**config.mk**
```make
export PLATFORM = sky130hd
export DESIGN_NAME = stream_buffer_top
export DESIGN_NICKNAME = d
export VERILOG_FILES = /design/src/hdl/stream_buf_pkg.sv /design/src/hdl/memory_block.sv /design/src/hdl/packing_shift_register.sv /design/src/hdl/unpacking_shift_register.sv /design/src/hdl/batch_controller.sv /design/src/hdl/stream_buffer_top.sv
export VERILOG_INCLUDE_DIRS = /design/src /design/src/hdl
export SDC_FILE = /design/constraint.sdc
export NUM_CORES = 1
export LEC_CHECK = 0
export BUFFER_PORTS_ARGS = -buffer_cell sky130_fd_sc_hd__buf_2
export CAP_MARGIN = 5
export CORE_ASPECT_RATIO = 1.4
export CORE_MARGIN = 1
export CORE_UTILIZATION = 45
export DETAILED_ROUTE_END_ITERATION = 10
export GPL_ROUTABILITY_DRIVEN = 1
export SLEW_MARGIN = 0
export SYNTH_ARGS = -nofsm -noshare
export SYNTH_HDL_FRONTEND = slang
export SYNTH_HIERARCHICAL = 1
export SYNTH_SLANG_ARGS = --single-unit
export TNS_END_PERCENT = 30
```
**constraint.sdc**
```tcl
create_clock -name clk -period 4.94 [get_ports clk]
set_clock_uncertainty 0.15 [all_clocks]
set_input_delay 1.482 -clock clk [delete_from_list [all_inputs] [get_ports clk]]
set_output_delay 1.482 -clock clk [all_outputs]
set_load 0.05 [all_outputs]
```
**src/hdl/stream_buf_settings.svh**
```systemverilog
`ifndef STREAM_BUF_SETTINGS_SVH
`define STREAM_BUF_SETTINGS_SVH

// ----------------------------------------
// stream format
// ----------------------------------------
`define SAMPLE_BITS 8                                 // one sample.
`define PACK_DEPTH 4                                  // samples per memory word.
`define WORD_BITS (`SAMPLE_BITS * `PACK_DEPTH)

// ----------------------------------------
// memory geometry
// ----------------------------------------
`define ADDR_BITS 4                                   // 16 words.
`define MEM_DEPTH (1 << `ADDR_BITS)

// registers behind the array read, 2 for block RAM, 0 for distributed RAM.
// back-to-back streaming needs PACK_DEPTH >= MEM_OUT_STAGES + 2
`define MEM_OUT_STAGES 2

`endif

```
**src/hdl/stream_buf_pkg.sv**
```systemverilog
`include "stream_buf_settings.svh"

package stream_buf_pkg;

    typedef logic [`SAMPLE_BITS-1:0] sample_t;
    typedef logic [`WORD_BITS-1:0]   word_t;        // oldest sample in the top slice.
    typedef logic [`ADDR_BITS-1:0]   addr_t;
    typedef logic [`ADDR_BITS:0]     count_t;       // one extra bit to hold a full count.

    // ----------------------------------------
    // write request into the memory block
    // ----------------------------------------
    typedef struct packed {
        logic  strobe;
        addr_t addr;
        word_t data;
    } wr_req_t;

    // read side of the batch controller
    typedef enum logic [1:0] {
        RD_IDLE,
        RD_WAIT,                                    // memory read in flight.
        RD_STREAM                                   // unpacker emitting samples.
    } rd_state_t;

endpackage

```
**src/hdl/memory_block.sv**
```systemverilog
`timescale 1ns/1ps

module memory_block #(
    parameter int WIDTH      = 32,
    parameter int DEPTH_LOG2 = 4,
    parameter int OUT_STAGES = 2
) (
    input  logic                    clk,

    // write side
    input  stream_buf_pkg::wr_req_t wr,

    // read side
    input  logic                    rd_stall,
    input  stream_buf_pkg::addr_t   rd_addr,
    output stream_buf_pkg::word_t   rd_data
);
    import stream_buf_pkg::*;

    logic [WIDTH-1:0]      mem [2**DEPTH_LOG2];
    wr_req_t               wr_q;
    logic [DEPTH_LOG2-1:0] rd_addr_q;
    logic [WIDTH-1:0]      mem_out;

    // ----------------------------------------
    // write port
    // ----------------------------------------
    always_ff @(posedge clk) begin
        wr_q <= wr;                                 // request lands one cycle late.
        if (wr_q.strobe) begin
            mem[wr_q.addr] <= wr_q.data;
        end
    end

    // ----------------------------------------
    // read port
    // ----------------------------------------
    always_ff @(posedge clk) begin
        if (!rd_stall) begin
            rd_addr_q <= rd_addr;
        end
    end

    assign mem_out = mem[rd_addr_q];

    generate
        if (OUT_STAGES == 0) begin : g_no_pipe
            assign rd_data = mem_out;
        end else begin : g_pipe
            logic [WIDTH-1:0] pipe [OUT_STAGES];

            always_ff @(posedge clk) begin
                pipe[0] <= mem_out;
                for (int i = 1; i < OUT_STAGES; i++) begin
                    pipe[i] <= pipe[i-1];
                end
            end

            assign rd_data = pipe[OUT_STAGES-1];     // oldest stage.
        end
    endgenerate

    // the controller frees a slot only after its read has left the address register,
    // so an issued read never meets a write to the same word.
    a_no_read_during_write: assert property (
        @(posedge clk)
        !rd_stall |=> !(wr_q.strobe && (rd_addr_q == wr_q.addr))
    ) else $error("memory_block: read of address %0d while it is written", rd_addr_q);

endmodule

```
**src/hdl/packing_shift_register.sv**
```systemverilog
`timescale 1ns/1ps

module packing_shift_register #(
    parameter int WIDTH = 8,
    parameter int DEPTH = 4
) (
    input  logic                    clk,
    input  logic                    shift_en,
    input  stream_buf_pkg::sample_t sample_in,
    output stream_buf_pkg::word_t   packed_out
);

    logic [WIDTH-1:0] stage [DEPTH];            // stage 0 holds the newest sample.

    always_ff @(posedge clk) begin
        if (shift_en) begin
            stage[0] <= sample_in;
            for (int i = 1; i < DEPTH; i++) begin
                stage[i] <= stage[i-1];
            end
        end
    end

    // oldest sample ends up in the top slice
    generate
        for (genvar i = 0; i < DEPTH; i++) begin : g_slice
            assign packed_out[i*WIDTH +: WIDTH] = stage[i];
        end
    endgenerate

endmodule

```
**src/hdl/unpacking_shift_register.sv**
```systemverilog
`timescale 1ns/1ps

module unpacking_shift_register #(
    parameter int WIDTH = 8,
    parameter int DEPTH = 4
) (
    input  logic                    clk,
    input  logic                    start_batch,
    input  stream_buf_pkg::word_t   packed_in,
    output stream_buf_pkg::sample_t sample_out
);

    // top slice leaves at once, the rest wait here. stage DEPTH-2 is next out.
    logic [WIDTH-1:0] stage [DEPTH-1];

    assign sample_out = start_batch ? packed_in[(DEPTH-1)*WIDTH +: WIDTH]
                                    : stage[DEPTH-2];

    always_ff @(posedge clk) begin
        if (start_batch) begin
            for (int i = 0; i < DEPTH-1; i++) begin
                stage[i] <= packed_in[i*WIDTH +: WIDTH];
            end
        end else begin
            // a new batch starts before this stage reaches the output.
            stage[0] <= {WIDTH{1'bx}};
            for (int i = 1; i < DEPTH-1; i++) begin
                stage[i] <= stage[i-1];
            end
        end
    end

endmodule

```
**src/hdl/batch_controller.sv**
```systemverilog
`timescale 1ns/1ps

`include "stream_buf_settings.svh"

module batch_controller (
    input  logic                    clk,
    input  logic                    rst_n,
    input  logic                    sample_valid,
    input  logic                    drain,
    input  stream_buf_pkg::word_t   packed_word,
    output stream_buf_pkg::wr_req_t wr,
    output logic                    rd_stall,
    output stream_buf_pkg::addr_t   rd_addr,
    output logic                    start_batch,
    output logic                    sample_out_valid,
    output logic                    overflow,
    output stream_buf_pkg::count_t  word_count
);
    import stream_buf_pkg::*;

    localparam int DEPTH     = `MEM_DEPTH;
    localparam int LAST      = `PACK_DEPTH - 1;
    localparam int CNT_BITS  = (`PACK_DEPTH > 1) ? $clog2(`PACK_DEPTH) : 1;
    localparam int WAIT_BITS = (`MEM_OUT_STAGES > 0) ? $clog2(`MEM_OUT_STAGES + 1) : 1;
    // stream slot for the next read, so its data lands right after the last sample
    localparam int ISSUE_AT  = `PACK_DEPTH - 2 - `MEM_OUT_STAGES;

    logic [CNT_BITS-1:0]  samp_cnt;
    logic                 pack_done;
    count_t               wr_ptr;
    count_t               rd_ptr;
    count_t               occupancy;
    logic                 full;
    logic                 commit_q;
    logic                 issue;
    rd_state_t            rd_state;
    logic [WAIT_BITS-1:0] wait_cnt;
    logic [CNT_BITS-1:0]  stream_cnt;
    logic                 next_pending;

    // ----------------------------------------
    // write side
    // ----------------------------------------
    always_ff @(posedge clk or negedge rst_n) begin
        if (!rst_n) begin
            samp_cnt  <= '0;
            pack_done <= 1'b0;
            wr_ptr    <= '0;
            commit_q  <= 1'b0;
        end else begin
            pack_done <= sample_valid && (samp_cnt == CNT_BITS'(LAST));
            if (sample_valid) begin
                samp_cnt <= (samp_cnt == CNT_BITS'(LAST)) ? '0 : samp_cnt + 1'b1;
            end
            if (wr.strobe) begin
                wr_ptr <= wr_ptr + 1'b1;
            end
            commit_q <= wr.strobe;              // stored one edge after this.
        end
    end

    // slot being read this cycle still counts as taken.
    assign occupancy = wr_ptr - rd_ptr;
    assign full      = (occupancy == count_t'(DEPTH)) ||
                       ((occupancy == count_t'(DEPTH - 1)) && !rd_stall);

    assign wr.strobe = pack_done && !full;
    assign wr.addr   = wr_ptr[`ADDR_BITS-1:0];
    assign wr.data   = packed_word;
    assign overflow  = pack_done && full;        // whole word dropped.

    // ----------------------------------------
    // read side
    // ----------------------------------------
    always_comb begin
        issue = 1'b0;
        if (drain && (word_count != '0)) begin
            if (rd_state == RD_IDLE) begin
                issue = 1'b1;
            end else if ((rd_state == RD_STREAM) && (stream_cnt == CNT_BITS'(ISSUE_AT))) begin
                issue = 1'b1;
            end
        end
    end

    always_ff @(posedge clk or negedge rst_n) begin
        if (!rst_n) begin
            rd_state         <= RD_IDLE;
            rd_ptr           <= '0;
            rd_addr          <= '0;
            rd_stall         <= 1'b1;
            wait_cnt         <= '0;
            stream_cnt       <= '0;
            next_pending     <= 1'b0;
            start_batch      <= 1'b0;
            sample_out_valid <= 1'b0;
            word_count       <= '0;
        end else begin
            rd_stall    <= !issue;                  // address open for one cycle.
            start_batch <= 1'b0;
            word_count  <= word_count + count_t'(commit_q) - count_t'(issue);
            if (issue) begin
                rd_addr <= rd_ptr[`ADDR_BITS-1:0];
                rd_ptr  <= rd_ptr + 1'b1;
            end

            case (rd_state)
                RD_IDLE: begin
                    if (issue) begin
                        rd_state <= RD_WAIT;
                        wait_cnt <= WAIT_BITS'(`MEM_OUT_STAGES);
                    end
                end
                RD_WAIT: begin
                    if (wait_cnt == '0) begin
                        rd_state         <= RD_STREAM;
                        stream_cnt       <= '0;
                        start_batch      <= 1'b1;   // data arrives this edge.
                        sample_out_valid <= 1'b1;
                    end else begin
                        wait_cnt <= wait_cnt - 1'b1;
                    end
                end
                RD_STREAM: begin
                    if (issue) begin
                        next_pending <= 1'b1;
                    end
                    if (stream_cnt == CNT_BITS'(LAST)) begin
                        stream_cnt <= '0;
                        if (next_pending) begin
                            start_batch  <= 1'b1;   // gapless follow-on word.
                            next_pending <= 1'b0;
                        end else begin
                            rd_state         <= RD_IDLE;
                            sample_out_valid <= 1'b0;
                        end
                    end else begin
                        stream_cnt <= stream_cnt + 1'b1;
                    end
                end
                default: begin
                    rd_state <= RD_IDLE;
                end
            endcase
        end
    end

    // ----------------------------------------
    // assertions
    // ----------------------------------------
    a_count_bound: assert property (
        @(posedge clk) disable iff (!rst_n)
        word_count <= count_t'(DEPTH)
    ) else $error("batch_controller: word_count %0d above depth", word_count);

    // read address opened MEM_OUT_STAGES + 1 cycles before its batch starts.
    a_batch_step: assert property (
        @(posedge clk) disable iff (!rst_n)
        start_batch |-> (rd_state == RD_STREAM) &&
                        !$past(rd_stall, `MEM_OUT_STAGES + 1) &&
                        (($past(rd_state) == RD_WAIT) ||
                         (($past(rd_state) == RD_STREAM) &&
                          ($past(stream_cnt) == CNT_BITS'(LAST))))
    ) else $error("batch_controller: start_batch outside a batch boundary or before its data");

endmodule

```
**src/hdl/stream_buffer_top.sv**
```systemverilog
`timescale 1ns/1ps

`include "stream_buf_settings.svh"

module stream_buffer_top (
    input  logic                    clk,
    input  logic                    rst_n,
    input  stream_buf_pkg::sample_t sample_in,
    input  logic                    sample_valid,
    input  logic                    drain,
    output stream_buf_pkg::sample_t sample_out,
    output logic                    sample_out_valid,
    output logic                    overflow,
    output stream_buf_pkg::count_t  word_count
);
    import stream_buf_pkg::*;

    word_t   packed_word;
    wr_req_t wr;
    logic    rd_stall;
    addr_t   rd_addr;
    word_t   rd_data;
    logic    start_batch;

    // ----------------------------------------
    // control
    // ----------------------------------------
    batch_controller u_ctrl (
        .clk              (clk),
        .rst_n            (rst_n),
        .sample_valid     (sample_valid),
        .drain            (drain),
        .packed_word      (packed_word),
        .wr               (wr),
        .rd_stall         (rd_stall),
        .rd_addr          (rd_addr),
        .start_batch      (start_batch),
        .sample_out_valid (sample_out_valid),
        .overflow         (overflow),
        .word_count       (word_count)
    );

    // ----------------------------------------
    // datapath
    // ----------------------------------------
    packing_shift_register #(
        .WIDTH (`SAMPLE_BITS),
        .DEPTH (`PACK_DEPTH)
    ) u_pack (
        .clk        (clk),
        .shift_en   (sample_valid),
        .sample_in  (sample_in),
        .packed_out (packed_word)
    );

    memory_block #(
        .WIDTH      (`WORD_BITS),
        .DEPTH_LOG2 (`ADDR_BITS),
        .OUT_STAGES (`MEM_OUT_STAGES)
    ) u_mem (
        .clk      (clk),
        .wr       (wr),
        .rd_stall (rd_stall),
        .rd_addr  (rd_addr),
        .rd_data  (rd_data)
    );

    unpacking_shift_register #(
        .WIDTH (`SAMPLE_BITS),
        .DEPTH (`PACK_DEPTH)
    ) u_unpack (
        .clk         (clk),
        .start_batch (start_batch),
        .packed_in   (rd_data),
        .sample_out  (sample_out)
    );

endmodule

```
== After elaboration in Yosys (flattened, before gate mapping) ==
Memory sizes are Yosys's and may differ from the RTL's. A register that Yosys moved wholly into a read port is not among the register bits.
Index checks and enable logic that the tools add are counted.
Cells by class
  add/sub/neg operators: 8
  order comparisons: 0
  equality and inequality tests: 11
  $mul: 0
  shift operators: 0
  reduce and logical (&&, ||, !) cells: 20
  div/mod/pow operators: 0
  bitwise logic cells: 3
  multiplexer cells: 38
Operator list (count)
  8-bit two-way mux: 4
  1-bit two-way mux: 19
  2-bit two-way mux: 9
  5-bit by 1-bit adder with 5-bit output (second input constant): 2
  2-bit one-hot mux with 2 select lines: 2
  4-bit AND reduction: 2
  2-bit == test (second input constant): 3
  1-bit logical AND: 6
  2-bit logical NOT: 3
  2-bit != test (second input constant): 3
  2-bit one-hot mux with 3 select lines: 1
  5-bit by 1-bit adder with 5-bit output: 1
  5-bit by 4-bit == test with 1-bit output (second input constant): 1
  5-bit == test (second input constant): 1
  5-bit nonzero test: 1
  5-bit by 1-bit subtractor with 5-bit output: 1
  5-bit subtractor: 1
  2-bit by 1-bit adder with 2-bit output (second input constant): 2
  4-bit two-way mux: 1
  2-bit by 1-bit != test with 1-bit output (second input constant): 2
  1-bit one-hot mux with 2 select lines: 2
  2-bit nonzero test: 2
  1-bit logical NOT: 3
  1-bit OR: 3
  5 further kinds: 5
Word-level totals
  register bits after elaboration: 74
  latch bits: 0
  word-level logic and storage cells: 102
  bits in read-only memories: 0
  input bits: 12
  memories kept: 4
  memory bits (writable): 632
Memories
  u_mem.mem: depth 16, width 32, read ports 1, clocked after Yosys merged registers in 1, wr ports 1, RTL line memory_block.sv:20  | logic [WIDTH-1:0] mem [2**DEPTH_LOG2];
  u_mem.g_pipe.pipe: depth 2, width 32, read ports 2, clocked after Yosys merged registers in 0, wr ports 2, RTL line memory_block.sv:50  | logic [WIDTH-1:0] pipe [OUT_STAGES];
  u_pack.stage: depth 4, width 8, read ports 4, clocked after Yosys merged registers in 1, wr ports 4, RTL line packing_shift_register.sv:13  | logic [WIDTH-1:0] stage [DEPTH];
  u_unpack.stage: depth 3, width 8, read ports 3, clocked after Yosys merged registers in 0, wr ports 3, RTL line unpacking_shift_register.sv:14  | logic [WIDTH-1:0] stage [DEPTH-1];

== Depth between registers and ports, before layout ==
Gate-level depths: netlist of the first run.
  word-level depth: 8
  gate-level depth with buffers: 16
  gate-level depth less buffers: 15

== Hierarchy ==
Netlist of the first run, hierarchy kept.
Modules (own cells, without submodules)
  memory_block: cells each 952, times used 1, sequential area each 17596.9 um2, area each 21705.8 um2
  batch_controller: cells each 198, times used 1, sequential area each 827.0 um2, area each 2072.0 um2
  packing_shift_register: cells each 32, times used 1, sequential area each 960.9 um2, area each 960.9 um2
  unpacking_shift_register: cells each 59, times used 1, sequential area each 480.5 um2, area each 820.8 um2

== Least setup slack after synthesis of the first run ==
Ideal clock, no wire load.
  path kind: reg-to-output
  start: reg u_ctrl.wr_ptr[0]
  end: out overflow
  stages on the path, launching flop included: 10
  setup slack: 0.380 ns
  data arrival time: 2.928 ns
  required time: 3.308 ns
  cells stage by stage: dfrtp_1 inv_1 ha_1 inv_1 fa_1 a21o_1 a21oi_2 xnor2_1 or3_4 a21boi_0
Between the ends
  longest elaborated chain between the ends: 5
  elaborated cells between the ends (all ways): 6
  classes of those cells: add/sub: 1; eq/ne: 2; reduce/logical: 3
RTL lines
  from (decl): RTL line batch_controller.sv:30  | count_t wr_ptr;
  from (signal assigned): RTL line batch_controller.sv:56  | wr_ptr <= wr_ptr + 1'b1;
  5-bit subtractor (*): RTL line batch_controller.sv:63  | assign occupancy = wr_ptr - rd_ptr;
  5-bit by 4-bit == test with 1-bit output: RTL line batch_controller.sv:65  | ((occupancy == count_t'(DEPTH - 1)) && !rd_stall);
  1-bit logical AND: RTL line batch_controller.sv:65
  1-bit logical OR (*): RTL line batch_controller.sv:64  | assign full = (occupancy == count_t'(DEPTH)) ||
  1-bit logical AND (*): RTL line batch_controller.sv:70  | assign overflow = pack_done && full;
  to (decl): RTL line stream_buffer_top.sv:13  | output logic overflow,
Every way passes the cells marked *; elsewhere a longest branch is shown, timed or not.

== Worst setup path in the final report of the first run ==
Ends and elaborated chain as after synthesis.

==> impl_metrics.tcl, run 1 <==
set metrics [dict create \
    clk_pin_slew_worst_paths_ps 70 \
    startpoint_type "flip-flop" \
    io_pins 27 \
    r2r_slack_ps 2010 \
    hold_viol_final 0 \
    dr_wl_met3_mm 2.36 \
    cp-endpoint "overflow" \
    ir_drop_uv 569 \
    synthArstFlopShare_pct 4.65 \
    grt_pass1_vias 11900 \
    final_antenna_net_count 0 \
    p_leak_nw 9.50 \
    io_buffers 26 \
    m1WireLength_mm 20.9 \
    wl_per_cell_um 25.3 \
    hp-class "reg2reg" \
    yosysWarnings 6 \
    cts_tree "built" \
    reg2reg_to "u_ctrl/word_count[4]" \
    gr-total-overflow 0 \
    maxUsedRoutingLayer "met4" \
    die-width_um 203 \
    fill_cells 4407 \
    dpl.hpwl_mm 26.4 \
    initial_core_util_pct 45.4 \
    synth_cells 1241 \
    required_ps 3310 \
    numCtsBuffers 66 \
    ys_ff_latch 710 \
    crit_start "u_ctrl/wr_ptr[0]" \
    seq_area_frac_synth_pct 77.7 \
    cts.sinks 710 \
    drc 0 \
    cp-end-kind "output port" \
    drt-pass1-iter-count 5 \
    max_freq_mhz 216 \
    grt_usage_pct 18.6 \
    grt_max_degree 129 \
    area_delta_synth_final_pct 11.0 \
    h-tree-depth 3 \
    tns_ps 0 \
    root_buffer "clkbuf_16" \
    cap_violations 0 \
    synth_nets 1275 \
    r2r_start "u_ctrl/word_count[2]" \
    via_count 11100 \
    antenna_found_initial 0 \
    status "complete, no violations" \
    cts_resized 0 \
    yosysUniqueCellTypes 48 \
    power_density_mw_per_mm2 571 \
    crit_arrival_ps 3000 \
    crit_fanout 5 \
    clk-insertion-delay-late_ps 600 \
    pre_cts_slack_ps 890 \
    r2r_cells 15 \
    grt_pass1_wl_mm 76.6 \
    routed_wl_mm 51.3 \
    syn_area_per_cell_um2 20.6 \
    die_area_mm2 0.0578 \
    postCtsSetupBuffers 0 \
    slew_headroom_pct 27.6 \
    fin_cells 2033 \
    finalCriticalPeriod_ps 4630 \
    finish.instance_area_mm2 0.0284 \
    vias_per_cell 5.47 \
    dp.cells 1914 \
    cts_hold_buf 0 \
    die_h_um 284 \
    critical_path_class "reg2out" \
    gp_congestion 0.721 \
    core_mm2 0.0563 \
    design_power_total_w 0.0162 \
    num_antenna_cells 0 \
    placementRows 103 \
    final_nets 1281 \
    wl_met2_mm 26.5 \
    place_area_mm2 0.0262 \
    clockBufferDepth 3 \
    setup_viol 0 \
    synth_edf_count 548 \
    initialDrtViolationCount 872 \
    synthFlopType "edfxtp_1" \
    rsz0062_at_grt "no" \
    fin_ws_ps 310 \
    syn_area_mm2 0.0256 \
    drive_gt1_share_pct 26.4 \
    slew_viol_final 0 \
    final.period_utilization_pct 93.7 \
    tightestPinTransition_ps 1080 \
]
metrics by stage:
step,hold slack (ps),utilization [%]
6_report,158,50.4
5_1_grt,176,50.4
4_1_cts,159,50.4
3_5_place_dp,162,46.6
3_3_place_gp,160,46.6
2_1_floorplan,160,-
layout by cell type (no fill, tap or decap), types with 9 or more instances in the layout:
| master | instances |
|---|---|
| clkbuf_1 | 17 |
| nor2_4 | 13 |
| dfrtp_1 | 31 |
| ha_1 | 20 |
| clkbuf_16 | 70 |
| dfxtp_1 | 127 |
| buf_2 | 26 |
| buf_4 | 26 |
| nand2_1 | 40 |
| edfxtp_1 | 548 |
| and2_1 | 9 |
| mux2_2 | 33 |
| a22oi_1 | 64 |
| xnor2_1 | 12 |
| clkinv_2 | 13 |
| mux4_2 | 128 |
| inv_1 | 24 |
flip-flops by register name (all words and copies together), names as in the netlist, named ones only:
name                     count
u_ctrl/start_batch           1
u_ctrl/wr_ptr                5
u_ctrl/rd_state              2
u_ctrl/pack_done             1
u_ctrl/rd_ptr                5
u_ctrl/wait_cnt              2
u_mem/rd_addr_q              4
u_ctrl/samp_cnt              2
u_ctrl/rd_addr               4
u_unpack/stage              24
u_ctrl/commit_q              1
u_mem/g_pipe.pipe           64
u_ctrl/rd_stall              1
u_pack/stage                32
u_ctrl/word_count            5
u_ctrl/next_pending          1
u_mem/wr_q                  37
u_mem/mem                  512
u_ctrl/sample_out_valid      1
u_ctrl/stream_cnt            2
worst max-delay path, stage by stage, from the launching register on:
cell      delay (ps)
dfrtp_1          410
inv_1            100
ha_1             170
inv_1             50
fa_1             400
a21o_1           200
a21oi_2          150
xnor2_1          100
or3_4            360
a21boi_0         190
buf_2            290
cells in the mapped netlist, types with 2 or more instances:
master    count  area [um2]
a21o_1        2        15.0
a21oi_1       7        35.0
a22oi_1      64         480
a32o_1        2        20.0
and2_1       10        62.6
buf_1        10        37.5
buf_2         8        40.0
buf_4        79         593
clkbuf_1     18        67.6
dfrtp_1      32         801
dfxtp_1     129        2580
edfxtp_1    548       16500
fa_1          2        40.0
ha_1         20         250
inv_1        24        90.1
mux2_1        2        22.5
mux2_2       33         372
mux4_2      128        2880
nand2_1      40         150
nand2b_1      5        31.3
nand3_1       4        20.0
nand3b_1      3        22.5
nand4_1       4        25.0
nor2_1       21        78.8
nor2b_1       3        18.8
nor3_1        4        20.0
o21ai_0       5        25.0
xnor2_1      12         105
xor2_1        3        26.3
report_power, final:
part           leakage [nW]  switching, W  internal, W  total [W]
Clock                  1.05       0.00211      0.00288    0.00499
Combinational          2.01       0.00195      0.00167    0.00362
Sequential             6.43      0.000450      0.00714    0.00759
Total                  9.50       0.00451       0.0117     0.0162
layer usage:
metal | global-route usage, % | vias to the layer above
li1 | - | 4848
met5 | 0 | -
met4 | 6.99 | 0
met3 | 2.96 | 87
met2 | 31.5 | 289
met1 | 24.0 | 5890
cells by family after synthesis:
family	after synthesis	share of synthesized area (%)
AOI/OAI and AO/OA	88	2.49
and+or+nand+nor	100	1.89
buffers and inverters	140	3.26
xor gates and xnor gates	16	0.578
DFF	710	77.7
adders and majority gates	22	1.14
muxes	165	12.9
how the worst min path moves through the flow:
| stage | startpoint | end | slack, ps | depth (start not counted) |
|---|---|---|---|---|
| finish | u_mem/g_pipe.pipe[0][6] | u_mem/g_pipe.pipe[0][38] | 160 | 0 |
| global route | u_mem/g_pipe.pipe[0][6] | u_mem/g_pipe.pipe[0][38] | 180 | 0 |
| CTS | u_mem/g_pipe.pipe[0][6] | u_mem/g_pipe.pipe[0][38] | 160 | 0 |
| detailed placement | u_mem/g_pipe.pipe[0][5] | u_mem/g_pipe.pipe[0][37] | 160 | 0 |
| global placement | u_mem/g_pipe.pipe[0][14] | u_mem/g_pipe.pipe[0][46] | 160 | 0 |
| floorplan | u_mem/g_pipe.pipe[0][0] | u_mem/g_pipe.pipe[0][32] | 160 | 0 |
layout make-up:
type,count,area (um2),area share (%)
Sequential cell,710,19900,70.1
Multi-Input combinational cell,391,4990,17.6
Clock buffer,91,1870,6.59
Tap cell,735,920,3.24
Timing Repair Buffer,54,365,1.29
Clock inverter,28,255,0.900
Inverter,24,90.1,0.318
Note: power is estimated with default switching activity, not from simulation.
==> run 2, diff against run 1 <==
==> constraint.sdc (replaced) <==
create_clock -name clk -period 3.8 [get_ports clk]
set_clock_uncertainty 0.15 [all_clocks]
set_input_delay 1.14 -clock clk [delete_from_list [all_inputs] [get_ports clk]]
set_output_delay 1.14 -clock clk [all_outputs]
set_load 0.05 [all_outputs]
==> run 2 against run 1 <==
Against the previous run: the run now ends with negative setup slack left; critical path depth unchanged; combinational power up 37%; critical endpoint unchanged; non-clock buffer count increased by 16.
==> impl_metrics.tcl, run 2 (synthesized netlist as in run 1, its figures left out) <==
set metrics [dict create \
    status "complete, but fails checks" \
    failed_checks "negative setup slack" \
    largest-register "u_mem/mem" \
    crit_arrival_ps 2740 \
    min_path_cells 0 \
    crit_path_frequent_cell "inv_2" \
    hold_viol_final 0 \
    comb_power_share_pct 23.0 \
    min_from "u_mem/g_pipe.pipe[0][2]" \
    antenna_found_initial 0 \
    numCtsBuffers 67 \
    p_leak_nw 9.67 \
    hp-class "reg2reg" \
    die_area_mm2 0.0578 \
    p_int_w 0.0157 \
    cts.sinks 710 \
    slew_headroom_pct 38.5 \
    dpl.hpwl_mm 27.0 \
    crit_chain "inv_2 -> ha_4 -> inv_2 -> fa_2 -> buf_4 -> xnor2_4 -> nand3b_1 -> or3_4 -> a21boi_4 -> buf_6" \
    root_buffer "clkbuf_16" \
    r2r_cells 15 \
    vias_per_cell 5.47 \
    tightestPinTransition_ps 922 \
    grt_usage_pct 17.9 \
    r2r_start "u_ctrl/word_count[3]" \
    cts_tree "built" \
    pwr-share-clk_pct 31.0 \
    reg2reg_to "u_ctrl/word_count[4]" \
    rsz0062_at_grt "yes" \
    grt_pass1_vias 12100 \
    die_h_um 284 \
    ir_drop_uv 598 \
    min_to "u_mem/g_pipe.pipe[0][34]" \
    io_pins 27 \
    final_nets 1298 \
    initial_core_util_pct 45.4 \
    final.period_utilization_pct 106 \
    crit_slowest_cell "or3_4" \
    p_switching_w 0.00595 \
    critical_path_class "reg2out" \
    path_buf_inv 4 \
    gr-total-overflow 0 \
    seqPwrFrac_pct 46.0 \
    io_buffers 26 \
    cp-end-kind "output port" \
    fin_ws_ps -230 \
    initialDrtViolationCount 935 \
    fin_cells 2051 \
    final_antenna_net_count 0 \
    fill_cells 4406 \
    sw_frac_of_total_pct 27.5 \
    largest_reg_flops 512 \
    setup_viol 1 \
    most-common-layout-cells "edfxtp_1, mux4_2, dfxtp_1, clkbuf_16, a22oi_1" \
    placementRows 103 \
    max_freq_mhz 248 \
    r2r_slack_ps 850 \
    grt_max_degree 50 \
    h-tree-depth 3 \
    grt_pass1_wl_mm 75.0 \
    core_mm2 0.0563 \
    via_count 11200 \
    finalCriticalPeriod_ps 4030 \
    clk_pin_slew_worst_paths_ps 60 \
    startpoint_type "flip-flop" \
    cts_hold_buf 0 \
    die-width_um 203 \
    required_ps 2510 \
    gp_congestion 0.735 \
    cpPeakStageDelay_ps 410 \
    seq_area_mm2 0.0199 \
    area_delta_synth_final_pct 12.6 \
    drc 0 \
    routed_wl_mm 50.1 \
    top_regs "u_mem/mem (512), u_mem/g_pipe.pipe (64), u_mem/wr_q (37)" \
    drt-pass1-iter-count 5 \
    num_antenna_cells 0 \
    clockBufferDepth 3 \
    critical_path.top_delay_family "simple AND/OR/NAND/NOR gates" \
    crit_fanout 2 \
    multi_input_area_mm2 0.00507 \
    slew_viol_final 0 \
    dp.cells 1923 \
    cap_violations 0 \
    drive_gt1_share_pct 28.0 \
    clk-insertion-delay-late_ps 580 \
    final_common_cell "edfxtp_1" \
    tns_ps -230 \
    wl_per_cell_um 24.4 \
    power_density_mw_per_mm2 751 \
]
## run 2: layout make-up
class,instances,area share [%]
tap,735,3.20
inverter,24,0.313
sequential,710,69.1
multi-input combinational,391,17.6
clock inverter,23,0.839
timing repair buffer,70,2.06
clock buffer,98,6.91
## run 2: worst max-delay path by stage
stage | start | to | slack (ps) | depth (start not counted)
after floorplan | u_mem/wr_q[36] | u_mem/mem[0][0] | 150 | 2
after global placement | u_ctrl/wr_ptr[0] | overflow | 150 | 10
after detailed placement | u_ctrl/wr_ptr[0] | overflow | 80 | 10
after CTS | u_ctrl/wr_ptr[0] | overflow | -350 | 10
after global routing | u_ctrl/wr_ptr[0] | overflow | -330 | 10
final | u_ctrl/wr_ptr[0] | overflow | -230 | 10
## run 2: routing by layer
metal	global-route usage (%)	wire [um]	vias up
li1	-	-	4895
met1	24.3	21400	6022
met2	30.0	25600	243
met3	2.47	2220	69
met4	5.56	932	0
met5	0	0	-
## run 2: metrics by stage
stage | worst slack, ps | instance area [um2] | hold slack (ps) | power [W] | utilization (%)
after floorplan | 147 | 25600 | 160 | 0.0137 | -
after global placement | 148 | 26400 | 160 | 0.0148 | 46.9
after detailed placement | 80.1 | 26400 | 162 | 0.0149 | 46.9
after CTS | -354 | 28700 | 163 | 0.0217 | 51.0
after global routing | -327 | 28800 | 170 | 0.0226 | 51.1
final | -230 | 28800 | 165 | 0.0216 | 51.1
## run 2: what timing repair did
action | CTS | global route
resized for setup | 10 | 5
endpoints found under the setup margin | 1 | 1
pin swaps | 7 | 7
buffers inserted | 6 | 1
## run 2: power groups by stage
stage / logic [W] / registers (W) / clock network, W
floorplan: 0.00387 / 0.00984 / 0
global placement: 0.00471 / 0.0101 / 0
detailed placement: 0.00480 / 0.0101 / 0
CTS: 0.00494 / 0.00995 / 0.00685
global route: 0.00540 / 0.0100 / 0.00713
finish: 0.00497 / 0.00993 / 0.00671
